$ cat config.mk
export PLATFORM = sky130hd
export DESIGN_NAME = pad_ctrl
export DESIGN_NICKNAME = d
export VERILOG_FILES = /design/src/source/pad_ctrl_pkg.sv /design/src/source/pad_cfg_decode.sv /design/src/source/pad_cfg_regs.sv /design/src/source/pad_mux_route.sv /design/src/source/pad_ctrl.sv
export VERILOG_INCLUDE_DIRS = /design/src /design/src/include
export SDC_FILE = /design/constraint.sdc
export NUM_CORES = 1
export LEC_CHECK = 0
export BUFFER_PORTS_ARGS = -buffer_cell sky130_fd_sc_hd__buf_4
export CAP_MARGIN = 10
export CORE_UTILIZATION = 49
export DETAILED_ROUTE_END_ITERATION = 10
export GPL_TIMING_DRIVEN = 0
export PLACE_DENSITY = 0.81
export SYNTH_ARGS = -nofsm -noshare
export SYNTH_HDL_FRONTEND = slang
export SYNTH_SLANG_ARGS = --single-unit
export TNS_END_PERCENT = 50
$ cat constraint.sdc
create_clock -name ref_clk_i -period 2.2 [get_ports ref_clk_i]
set_input_delay 0.44 -clock ref_clk_i [delete_from_list [all_inputs] [get_ports ref_clk_i]]
set_output_delay 0.44 -clock ref_clk_i [all_outputs]
set_load 0.03 [all_outputs]
$ cat src/include/pad_ctrl_cfg.svh
`ifndef PAD_CTRL_CFG_SVH
`define PAD_CTRL_CFG_SVH

// number of pads, also the width of every source group
`define PAD_CTRL_N_IO 16

// per-pad mux select width
`define PAD_CTRL_NBIT_PADMUX 2

// per-pad config word, drive strength and pull bits
`define PAD_CTRL_NBIT_PADCFG 6

// pad index field, wide enough to name pads past the last one
`define PAD_CTRL_IDX_W 5

`endif

$ cat src/source/pad_ctrl_pkg.sv
`include "pad_ctrl_cfg.svh"

package pad_ctrl_pkg;

  // source group driving a pad
  typedef enum logic [`PAD_CTRL_NBIT_PADMUX-1:0] {
    MUX_OFF    = 2'd0,
    MUX_PERIO  = 2'd1,
    MUX_GPIO   = 2'd2,
    MUX_FPGAIO = 2'd3
  } pad_mux_e;

  typedef enum logic {
    CFG_WRITE = 1'b0,
    CFG_READ  = 1'b1
  } cfg_op_e;

  typedef struct packed {
    cfg_op_e                         op;
    logic [`PAD_CTRL_IDX_W-1:0]      idx;
    pad_mux_e                        mux;
    logic [`PAD_CTRL_NBIT_PADCFG-1:0] cfg;
  } cfg_req_t;

  typedef struct packed {
    logic                            err;
    pad_mux_e                        mux;
    logic [`PAD_CTRL_NBIT_PADCFG-1:0] cfg;
  } cfg_rsp_t;

  // one-cycle strobe from decode to the register bank
  typedef struct packed {
    logic                            wr;
    logic                            rd;
    logic                            err;
    logic [`PAD_CTRL_IDX_W-1:0]      idx;
    pad_mux_e                        mux;
    logic [`PAD_CTRL_NBIT_PADCFG-1:0] cfg;
  } decoded_t;

endpackage

$ cat src/source/pad_cfg_decode.sv
`timescale 1ns/1ps

`include "pad_ctrl_cfg.svh"

module pad_cfg_decode (
  input  logic                    ref_clk_i,
  input  logic                    rst_i,
  input  logic                    req_valid_i,
  input  pad_ctrl_pkg::cfg_req_t  req_i,
  output logic                    req_ready_o,
  input  logic                    rsp_pending_i,
  input  logic                    rsp_accept_i,
  output pad_ctrl_pkg::decoded_t  dec_o
);

  localparam logic [`PAD_CTRL_IDX_W-1:0] NUM_PADS = `PAD_CTRL_N_IO;

  logic accept;
  logic out_of_range;
  logic is_write;

  // free when nothing pending, or the pending response leaves this cycle
  assign req_ready_o = ~rsp_pending_i | rsp_accept_i;
  assign accept      = req_valid_i & req_ready_o;

  assign out_of_range = (req_i.idx >= NUM_PADS);
  assign is_write     = (req_i.op == pad_ctrl_pkg::CFG_WRITE);

  always_comb begin
    dec_o     = '0;
    dec_o.idx = req_i.idx;
    dec_o.mux = req_i.mux;
    dec_o.cfg = req_i.cfg;
    if (accept) begin
      // bad index only reports an error, nothing is touched
      dec_o.err = out_of_range;
      dec_o.wr  = is_write & ~out_of_range;
      dec_o.rd  = ~is_write & ~out_of_range;
    end
  end

  // requester keeps the request steady until it is taken
  property p_req_hold;
    @(posedge ref_clk_i) disable iff (rst_i)
      (req_valid_i && !req_ready_o) |=> (req_valid_i && $stable(req_i));
  endproperty

  a_req_hold: assert property (p_req_hold)
    else $error("request changed while stalled");

endmodule

$ cat src/source/pad_cfg_regs.sv
`timescale 1ns/1ps

`include "pad_ctrl_cfg.svh"

module pad_cfg_regs (
  input  logic                                              ref_clk_i,
  input  logic                                              rst_i,
  input  pad_ctrl_pkg::decoded_t                            dec_i,
  input  logic                                              rsp_ready_i,
  output logic                                              rsp_valid_o,
  output pad_ctrl_pkg::cfg_rsp_t                            rsp_o,
  output logic                                              rsp_pending_o,
  output logic                                              rsp_accept_o,
  output pad_ctrl_pkg::pad_mux_e [`PAD_CTRL_N_IO-1:0]       pad_mux_o,
  output logic [`PAD_CTRL_N_IO-1:0][`PAD_CTRL_NBIT_PADCFG-1:0] pad_cfg_o
);

  pad_ctrl_pkg::pad_mux_e [`PAD_CTRL_N_IO-1:0]          mux_q;
  logic [`PAD_CTRL_N_IO-1:0][`PAD_CTRL_NBIT_PADCFG-1:0] cfg_q;

  logic                   rsp_valid_q;
  pad_ctrl_pkg::cfg_rsp_t rsp_q;
  pad_ctrl_pkg::cfg_rsp_t rsp_d;
  logic                   strobe;

  assign strobe = dec_i.wr | dec_i.rd | dec_i.err;

  // settings per pad
  always_ff @(posedge ref_clk_i) begin
    if (rst_i) begin
      mux_q <= {`PAD_CTRL_N_IO{pad_ctrl_pkg::MUX_OFF}};
      cfg_q <= '0;
    end else if (dec_i.wr) begin
      mux_q[dec_i.idx] <= dec_i.mux;
      cfg_q[dec_i.idx] <= dec_i.cfg;
    end
  end

  always_comb begin
    rsp_d = '0;
    if (dec_i.err) begin
      rsp_d.err = 1'b1;
    end else if (dec_i.wr) begin
      rsp_d.mux = dec_i.mux;
      rsp_d.cfg = dec_i.cfg;
    end else if (dec_i.rd) begin
      rsp_d.mux = mux_q[dec_i.idx];
      rsp_d.cfg = cfg_q[dec_i.idx];
    end
  end

  always_ff @(posedge ref_clk_i) begin
    if (rst_i) begin
      rsp_valid_q <= 1'b0;
    end else if (strobe) begin
      rsp_valid_q <= 1'b1;
    end else if (rsp_accept_o) begin
      rsp_valid_q <= 1'b0;
    end
  end

  always_ff @(posedge ref_clk_i) begin
    if (strobe) begin
      rsp_q <= rsp_d;
    end
  end

  assign rsp_valid_o   = rsp_valid_q;
  assign rsp_o         = rsp_q;
  assign rsp_pending_o = rsp_valid_q;
  assign rsp_accept_o  = rsp_valid_q & rsp_ready_i;
  assign pad_mux_o     = mux_q;
  assign pad_cfg_o     = cfg_q;

  a_rsp_hold: assert property (
    @(posedge ref_clk_i) disable iff (rst_i)
      (rsp_valid_o && !rsp_ready_i) |=> (rsp_valid_o && $stable(rsp_o))
  ) else $error("response changed under back-pressure");

  // decode must not issue while the old response is still stuck
  a_no_overrun: assert property (
    @(posedge ref_clk_i) disable iff (rst_i)
      strobe |-> (!rsp_valid_q || rsp_ready_i)
  ) else $error("strobe while response pending");

endmodule

$ cat src/source/pad_mux_route.sv
`timescale 1ns/1ps

`include "pad_ctrl_cfg.svh"

module pad_mux_route (
  input  pad_ctrl_pkg::pad_mux_e [`PAD_CTRL_N_IO-1:0] pad_mux_i,
  input  logic [`PAD_CTRL_N_IO-1:0]                   perio_out_i,
  input  logic [`PAD_CTRL_N_IO-1:0]                   perio_oe_i,
  input  logic [`PAD_CTRL_N_IO-1:0]                   gpio_out_i,
  input  logic [`PAD_CTRL_N_IO-1:0]                   gpio_oe_i,
  input  logic [`PAD_CTRL_N_IO-1:0]                   fpgaio_out_i,
  input  logic [`PAD_CTRL_N_IO-1:0]                   fpgaio_oe_i,
  input  logic [`PAD_CTRL_N_IO-1:0]                   io_in_i,
  output logic [`PAD_CTRL_N_IO-1:0]                   io_out_o,
  output logic [`PAD_CTRL_N_IO-1:0]                   io_oe_o,
  output logic [`PAD_CTRL_N_IO-1:0]                   perio_in_o,
  output logic [`PAD_CTRL_N_IO-1:0]                   gpio_in_o,
  output logic [`PAD_CTRL_N_IO-1:0]                   fpgaio_in_o
);

  // outgoing path, pad i takes bit i of its selected group
  always_comb begin
    io_out_o = '0;
    io_oe_o  = '0;
    for (int i = 0; i < `PAD_CTRL_N_IO; i++) begin
      case (pad_mux_i[i])
        pad_ctrl_pkg::MUX_PERIO: begin
          io_out_o[i] = perio_out_i[i];
          io_oe_o[i]  = perio_oe_i[i];
        end
        pad_ctrl_pkg::MUX_GPIO: begin
          io_out_o[i] = gpio_out_i[i];
          io_oe_o[i]  = gpio_oe_i[i];
        end
        pad_ctrl_pkg::MUX_FPGAIO: begin
          io_out_o[i] = fpgaio_out_i[i];
          io_oe_o[i]  = fpgaio_oe_i[i];
        end
        default: begin
          io_out_o[i] = 1'b0;
          io_oe_o[i]  = 1'b0;
        end
      endcase
    end
  end

  // incoming path, only the owning group sees the pad
  always_comb begin
    perio_in_o  = '0;
    gpio_in_o   = '0;
    fpgaio_in_o = '0;
    for (int i = 0; i < `PAD_CTRL_N_IO; i++) begin
      perio_in_o[i]  = (pad_mux_i[i] == pad_ctrl_pkg::MUX_PERIO)  & io_in_i[i];
      gpio_in_o[i]   = (pad_mux_i[i] == pad_ctrl_pkg::MUX_GPIO)   & io_in_i[i];
      fpgaio_in_o[i] = (pad_mux_i[i] == pad_ctrl_pkg::MUX_FPGAIO) & io_in_i[i];
    end
  end

endmodule

$ cat src/source/pad_ctrl.sv
`timescale 1ns/1ps

`include "pad_ctrl_cfg.svh"

module pad_ctrl (
  input  logic                                              ref_clk_i,
  input  logic                                              rst_i,
  // config request / response
  input  logic                                              req_valid_i,
  input  pad_ctrl_pkg::cfg_req_t                            req_i,
  output logic                                              req_ready_o,
  output logic                                              rsp_valid_o,
  output pad_ctrl_pkg::cfg_rsp_t                            rsp_o,
  input  logic                                              rsp_ready_i,
  output logic [`PAD_CTRL_N_IO-1:0][`PAD_CTRL_NBIT_PADCFG-1:0] pad_cfg_o,
  // source groups
  input  logic [`PAD_CTRL_N_IO-1:0]                         perio_out_i,
  input  logic [`PAD_CTRL_N_IO-1:0]                         perio_oe_i,
  output logic [`PAD_CTRL_N_IO-1:0]                         perio_in_o,
  input  logic [`PAD_CTRL_N_IO-1:0]                         gpio_out_i,
  input  logic [`PAD_CTRL_N_IO-1:0]                         gpio_oe_i,
  output logic [`PAD_CTRL_N_IO-1:0]                         gpio_in_o,
  input  logic [`PAD_CTRL_N_IO-1:0]                         fpgaio_out_i,
  input  logic [`PAD_CTRL_N_IO-1:0]                         fpgaio_oe_i,
  output logic [`PAD_CTRL_N_IO-1:0]                         fpgaio_in_o,
  // pad side
  output logic [`PAD_CTRL_N_IO-1:0]                         io_out_o,
  output logic [`PAD_CTRL_N_IO-1:0]                         io_oe_o,
  input  logic [`PAD_CTRL_N_IO-1:0]                         io_in_i
);

  pad_ctrl_pkg::decoded_t                      s_dec;
  logic                                        s_rsp_pending;
  logic                                        s_rsp_accept;
  pad_ctrl_pkg::pad_mux_e [`PAD_CTRL_N_IO-1:0] s_pad_mux;

  pad_cfg_decode u_decode (
    .ref_clk_i     (ref_clk_i),
    .rst_i         (rst_i),
    .req_valid_i   (req_valid_i),
    .req_i         (req_i),
    .req_ready_o   (req_ready_o),
    .rsp_pending_i (s_rsp_pending),
    .rsp_accept_i  (s_rsp_accept),
    .dec_o         (s_dec)
  );

  pad_cfg_regs u_regs (
    .ref_clk_i     (ref_clk_i),
    .rst_i         (rst_i),
    .dec_i         (s_dec),
    .rsp_ready_i   (rsp_ready_i),
    .rsp_valid_o   (rsp_valid_o),
    .rsp_o         (rsp_o),
    .rsp_pending_o (s_rsp_pending),
    .rsp_accept_o  (s_rsp_accept),
    .pad_mux_o     (s_pad_mux),
    .pad_cfg_o     (pad_cfg_o)
  );

  pad_mux_route u_route (
    .pad_mux_i    (s_pad_mux),
    .perio_out_i  (perio_out_i),
    .perio_oe_i   (perio_oe_i),
    .gpio_out_i   (gpio_out_i),
    .gpio_oe_i    (gpio_oe_i),
    .fpgaio_out_i (fpgaio_out_i),
    .fpgaio_oe_i  (fpgaio_oe_i),
    .io_in_i      (io_in_i),
    .io_out_o     (io_out_o),
    .io_oe_o      (io_oe_o),
    .perio_in_o   (perio_in_o),
    .gpio_in_o    (gpio_in_o),
    .fpgaio_in_o  (fpgaio_in_o)
  );

endmodule

Word-level counts from Yosys, hierarchy flattened
Cells that the tools add are included.

Register bits: 138. Output and inout port bits: 187.

$lt $le $gt $ge: 3. Eq/ne operators: 48. Multiplexer cells: 48. Bitwise logic cells: 58. Reduce and logical (&&, ||, !) cells: 2.

Operators with widths (count): 96-bit bitwise mux (1); 1-bit one-hot mux with 3 select lines (32); 2-bit == test, second input constant (32); 1-bit bitwise AND (52); 32-bit bitwise mux (1); 2-bit by 1-bit == test with 1-bit output, second input constant (16); 6-bit binary-select mux with 4-bit select (1); 6-bit demux with 4-bit select (1); 8-bit 2-to-1 mux (2); 6-bit 2-to-1 mux (2); 2-bit binary-select mux with 4-bit select (1); 2-bit demux with 4-bit select (1); 5-bit by 1-bit greater-or-equal comparator with 1-bit output, second input constant (1); 5-bit greater-or-equal comparator, second input constant (1); 5-bit < comparator, second input constant (1); 2-bit 2-to-1 mux (2); 1-bit 2-to-1 mux (3); 3-bit 2-to-1 mux (1); 1-bit inverter (3); 1-bit OR (3); 2-bit nonzero test (1); 1-bit logical AND (1).

Logic depth before layout (Yosys ltp)
Depth in word-level cells: 7. Depth in mapped cells: 6. Depth with buffers taken out: 5.

Hierarchy
Synthesis repeated with hierarchy kept, for this count alone.

Cell total of the unflattened synthesis: 823. Area, all modules: 7485.9 um^2.

By module, submodules not included: pad_cfg_regs (instances 1, cells an instance 662, area an instance 6164.7 um^2, seq. area each 2852.7 um^2); pad_mux_route (instances 1, cells an instance 144, area an instance 1181.1 um^2, seq. area each 0.0 um^2); pad_cfg_decode (instances 1, cells an instance 17, area an instance 140.1 um^2, seq. area each 0.0 um^2).

Worst setup path after synthesis
No wires, ideal clock.

Path type: reg-to-reg. Start point: register u_regs.rsp_valid_q, in the netlist u_regs.rsp_pending_o. End point: register u_regs.rsp_q, in the netlist u_regs.rsp_o[0] (data pin). Arrival time: 1.623 ns. Slack: 0.304 ns. Stages on the path, launching flop included: 6. Cells stage by stage: dfxtp_1 -> nor2b_4 -> inv_1 -> and2_1 -> nand4b_1 -> o2111ai_1.

Longest elaborated chain between the ends: 6.

Ends and longest elaborated chain: start: declaration (RTL line pad_cfg_regs.sv:21) `logic rsp_valid_q;`; start signal: assignment (RTL line pad_cfg_regs.sv:54) `rsp_valid_q <= 1'b0;`; start signal: assignment (RTL line pad_cfg_regs.sv:56) `rsp_valid_q <= 1'b1;`; start signal: assignment (RTL line pad_cfg_regs.sv:58) `rsp_valid_q <= 1'b0;`; 1-bit bitwise AND or 1-bit inverter (tied branches) (RTL line pad_cfg_regs.sv:71, pad_cfg_decode.sv:23); 1-bit OR * (RTL line pad_cfg_decode.sv:23) `assign req_ready_o = ~rsp_pending_i | rsp_accept_i;`; named net req_ready_o (RTL line pad_ctrl.sv:11) `output logic req_ready_o,`; 1-bit bitwise AND * (RTL line pad_cfg_decode.sv:24) `assign accept = req_valid_i & req_ready_o;`; 3-bit 2-to-1 mux * (RTL line pad_cfg_decode.sv:34) `if (accept) begin`; 8-bit 2-to-1 mux (RTL line pad_cfg_regs.sv:46) `end else if (dec_i.rd) begin`; 8-bit 2-to-1 mux (RTL line pad_cfg_regs.sv:43) `end else if (dec_i.wr) begin`; end signal: assignment (RTL line pad_cfg_regs.sv:64) `rsp_q <= rsp_d;`; end: declaration (RTL line pad_cfg_regs.sv:22) `pad_ctrl_pkg::cfg_rsp_t rsp_q;`.

Mark *: on every way through the listed nets, which the timed path passes. The rest lies on a longest branch. A chain may end at the register's enable or synchronous reset.

Worst setup path after layout
Start point: register u_regs.mux_q, in the netlist u_regs.pad_mux_o[30]. End point: output io_oe_o[15].

Longest elaborated chain between the ends: 2.

Ends and longest elaborated chain: start: declaration (RTL line pad_cfg_regs.sv:18) `` pad_ctrl_pkg::pad_mux_e [`PAD_CTRL_N_IO-1:0] mux_q; ``; start signal: assignment (RTL line pad_cfg_regs.sv:31) `` mux_q <= {`PAD_CTRL_N_IO{pad_ctrl_pkg::MUX_OFF}}; ``; start signal: indexed assignment (RTL line pad_cfg_regs.sv:34) `mux_q[dec_i.idx] <= dec_i.mux;`; 2-bit == test or 2-bit by 1-bit == test with 1-bit output (tied branches) (RTL line pad_mux_route.sv:26) `case (pad_mux_i[i])`; 1-bit one-hot mux with 3 select lines * (RTL line pad_mux_route.sv:26); end: declaration (RTL line pad_ctrl.sv:28) `` output logic [`PAD_CTRL_N_IO-1:0] io_oe_o, ``.

Mark *: on every way between the ends. The rest lies on a longest branch, timed or not.

==> results.cfg <==
[outcome]
status = complete, no violations

[cts]
tritoncts = yes
path_clk_slew_ns = 0.06
cts_made_buffers = 17
clk_latency_ns = 0.42
clock_sinks = 138
root_buffer = clkbuf_16
h-tree-depth = 4
post-cts-setup-buffers = 0
ctsLongestPathBuffers = 2

[power_and_ir_drop]
power_density_mw_per_mm2 = 559
intPower_mw = 4.72
seqPwrFrac = 0.414
peakVddDrop_mv = 0.575
p_leak_nw = 5.59
p_switching_mw = 1.47
p_clk_frac = 0.484
comb_power_share = 0.102
switching_share = 0.238

[drt]
wl_per_cell_um = 20.3
num_vias = 7084
drt-total-wl_um = 25800
final_antenna_net_count = 0
via_per_inst = 5.57
drtIter0Drc = 478
drtPass1Iterations = 5
route.detailed.drc = 0

[cells_and_area]
antenna_cells = 0
multi_input_area_sq_mm = 0.00469
n_fill_cell = 1223
utilization = 0.718
syn2layout_area_growth_pct = 41.4
final_net_count = 1178
regArea_sq_mm = 0.00285
drive_above_1_share = 0.420

[synthesis]
synthTopCellsByArea = dfxtp_1 (33%), mux2i_1 (16%), nand2b_1 (11%), mux2_2 (5.7%), mux4_2 (5.2%)
synth_top_family_by_area = multiplexers
synth_compound_area_frac = 0.0447
dominantRegCellSynth = dfxtp_1
avgSynthCellArea_sq_um = 11.0
synth_fa_ha_area_frac = 0
muxShareOfSynthArea = 0.320
syn_inst = 714
synth.top_cells.by_count = nand2b_1 (137), dfxtp_1 (129), mux2i_1 (128)
ys_types = 32
synthArstFlopShare = 0
ys_ff_latch = 138
ys_warn_count = 0
yosysMostFrequentCell = nand2b_1
ys_seq_area_frac = 0.364
synth_nets = 844
synth_top_area_share = 0.330
yosys.area_share.xor_xnor = 0
netlist_area_sq_mm = 0.00783
synth_edf_count = 9
synth-simple-area-share = 0.235
synth_top_cell_by_area = dfxtp_1

[placement]
routabilityCongestion = 0.886
post-place-ws_ns = 0.0378
port_buffers = 315
dp_hpwl_um = 19400

[global_routing]
use_met1 = 0.377
antenna_found_initial = 0
grt_pass1_wl_um = 37600
grt_busiest_layer = met2
grt_max_degree = 17
grtUsageTotal = 0.305
use_met3 = 0.0694
overflow = 0
grt_pass1_vias = 6706
global_route.usage.met2 = 0.520

[floorplan]
dieArea_sq_mm = 0.0165
die_w_um = 128
rows = 45
initial_core_util = 0.508
ioPinCount = 317
core_sq_mm = 0.0154
fp.dieH_um = 128

[timing]
clock_skew_ns = 0.00713
fin_ws_ns = 0.0480
relSlewSlack = 0.454
final_max_slew_viol_count = 0
max_slew.worst_pin.slew_ns = 0.816
fin_setup_tns_ns = 0
rsz0062_at_grt = false
clock.fmax_mhz = 465
fin_crit_ns = 2.15
setup_viol_count_final = 0
finalHoldViolations = 0
timing.final.crit_share = 0.978

[setup_path]
cp-start-kind = flip-flop
r2r_cells = 5
critPathMaxFanout = 8
critPathRequiredTime_ns = 1.76
reg2reg_setup_slack_ns = 0.22
startpoint = u_regs.pad_mux_o[30]
r2r_start = u_regs.rsp_pending_o
cp-endpoint = io_oe_o[15]
r2r-end = u_regs.rsp_o[5]
worstPathArrival_ns = 1.71
criticalPathCategory = reg -> out
end_kind = output pin

[worst_hold_path]
holdCritStartpoint = req_valid_i
hold_path.class = in -> reg

[flow_run]
drv_cap = 0
-- cells in the final DEF, fill, tap and decap left out, types with 3 or more instances in the layout --
| cell | count |
|---|---|
| buf_4 | 321 |
| nand2b_1 | 137 |
| mux2i_1 | 128 |
| dfxtp_1 | 128 |
| mux2_2 | 40 |
| nand2_1 | 40 |
| clkbuf_1 | 34 |
| a22o_1 | 32 |
| nor2b_1 | 19 |
| and3_1 | 18 |
| nor2_1 | 18 |
| mux4_2 | 18 |
| clkbuf_16 | 18 |
| and3b_1 | 14 |
| mux4_1 | 14 |
| inv_1 | 9 |
| nand3_4 | 9 |
| edfxtp_1 | 9 |
| o2111ai_1 | 8 |
| buf_2 | 5 |
| buf_6 | 5 |
| and2_1 | 4 |
| nor4b_2 | 3 |
| nand3_2 | 3 |
| nand4_4 | 3 |
| bufinv_16 | 3 |
| clkinvlp_4 | 3 |
| clkinv_2 | 3 |
-- worst min-delay path by stage --
stage	to	slack, ns	depth (start not counted)
6_report	u_regs.rsp_pending_o	0.28	3
4_1_cts	u_regs.rsp_pending_o	0.27	3
2_1_floorplan	u_regs.pad_mux_o[11]	0.51	2
3_3_place_gp	u_regs.pad_cfg_o[31]	0.47	2
5_1_grt	u_regs.rsp_pending_o	0.30	3
3_5_place_dp	u_regs.pad_cfg_o[32]	0.48	2
-- cells by family (layout without fill, tap and decap cells) --
family,count (synthesis),count (layout)
simple gates,277,277
mux,200,200
flops,138,138
buf+inv,59,406
compound gates,40,40
-- repair_timing --
| item | 4_1_cts | 5_1_grt |
|---|---|---|
| endpoints found under the setup margin | 0 | 1 |
| hold buffers | 0 | 0 |
| resized for setup | 0 | 1 |
-- worst max-delay path, stage by stage (launching register included) --
cell	delay, ns
dfxtp_1	0.51
mux2_2	0.37
a22o_1	0.24
buf_4	0.17
-- cell type report --
| type | count | share of cell area |
|---|---|---|
| clock inverter | 14 | 0.0150 |
| buffer | 50 | 0.0229 |
| clock buffer | 18 | 0.0407 |
| inverter | 9 | 0.00305 |
| tap | 211 | 0.0238 |
| multi-input combinational | 517 | 0.424 |
| timing repair buffer | 315 | 0.213 |
| sequential | 138 | 0.258 |
-- layer usage --
layer  vias up  routed length [um]
met2       344               12800
met4         0                 620
met3        48                2150
li1       3229                   -
met5         -                   0
met1      3463               10200
-- state kept, by name, summed over array words and instances (netlist names) --
| name | cells |
|---|---|
| u_regs.rsp_pending_o | 1 |
| u_regs.rsp_o | 9 |
| u_regs.pad_mux_o | 32 |
| u_regs.pad_cfg_o | 96 |
-- stage by stage --
stage               power, mW  instance area, sq um  std cells  hold WS [ns]
finish                   6.19                 11100       1272         0.283
global route             6.33                 11100       1272         0.304
CTS                      6.19                 11100       1272         0.266
detailed placement       3.24                 10500       1240         0.481
global placement         3.23                 10500       1240         0.473
floorplan                2.93                  7830        714         0.506
-- power by group through the flow --
stage	Clock (mW)	Combinational (mW)	Sequential [mW]
3_3_place_gp	0	0.616	2.62
4_1_cts	3.00	0.627	2.56
3_5_place_dp	0	0.625	2.62
2_1_floorplan	0	0.278	2.65
6_report	2.99	0.630	2.56
5_1_grt	3.10	0.658	2.56
No activity file was read; power rests on OpenSTA's default activity.
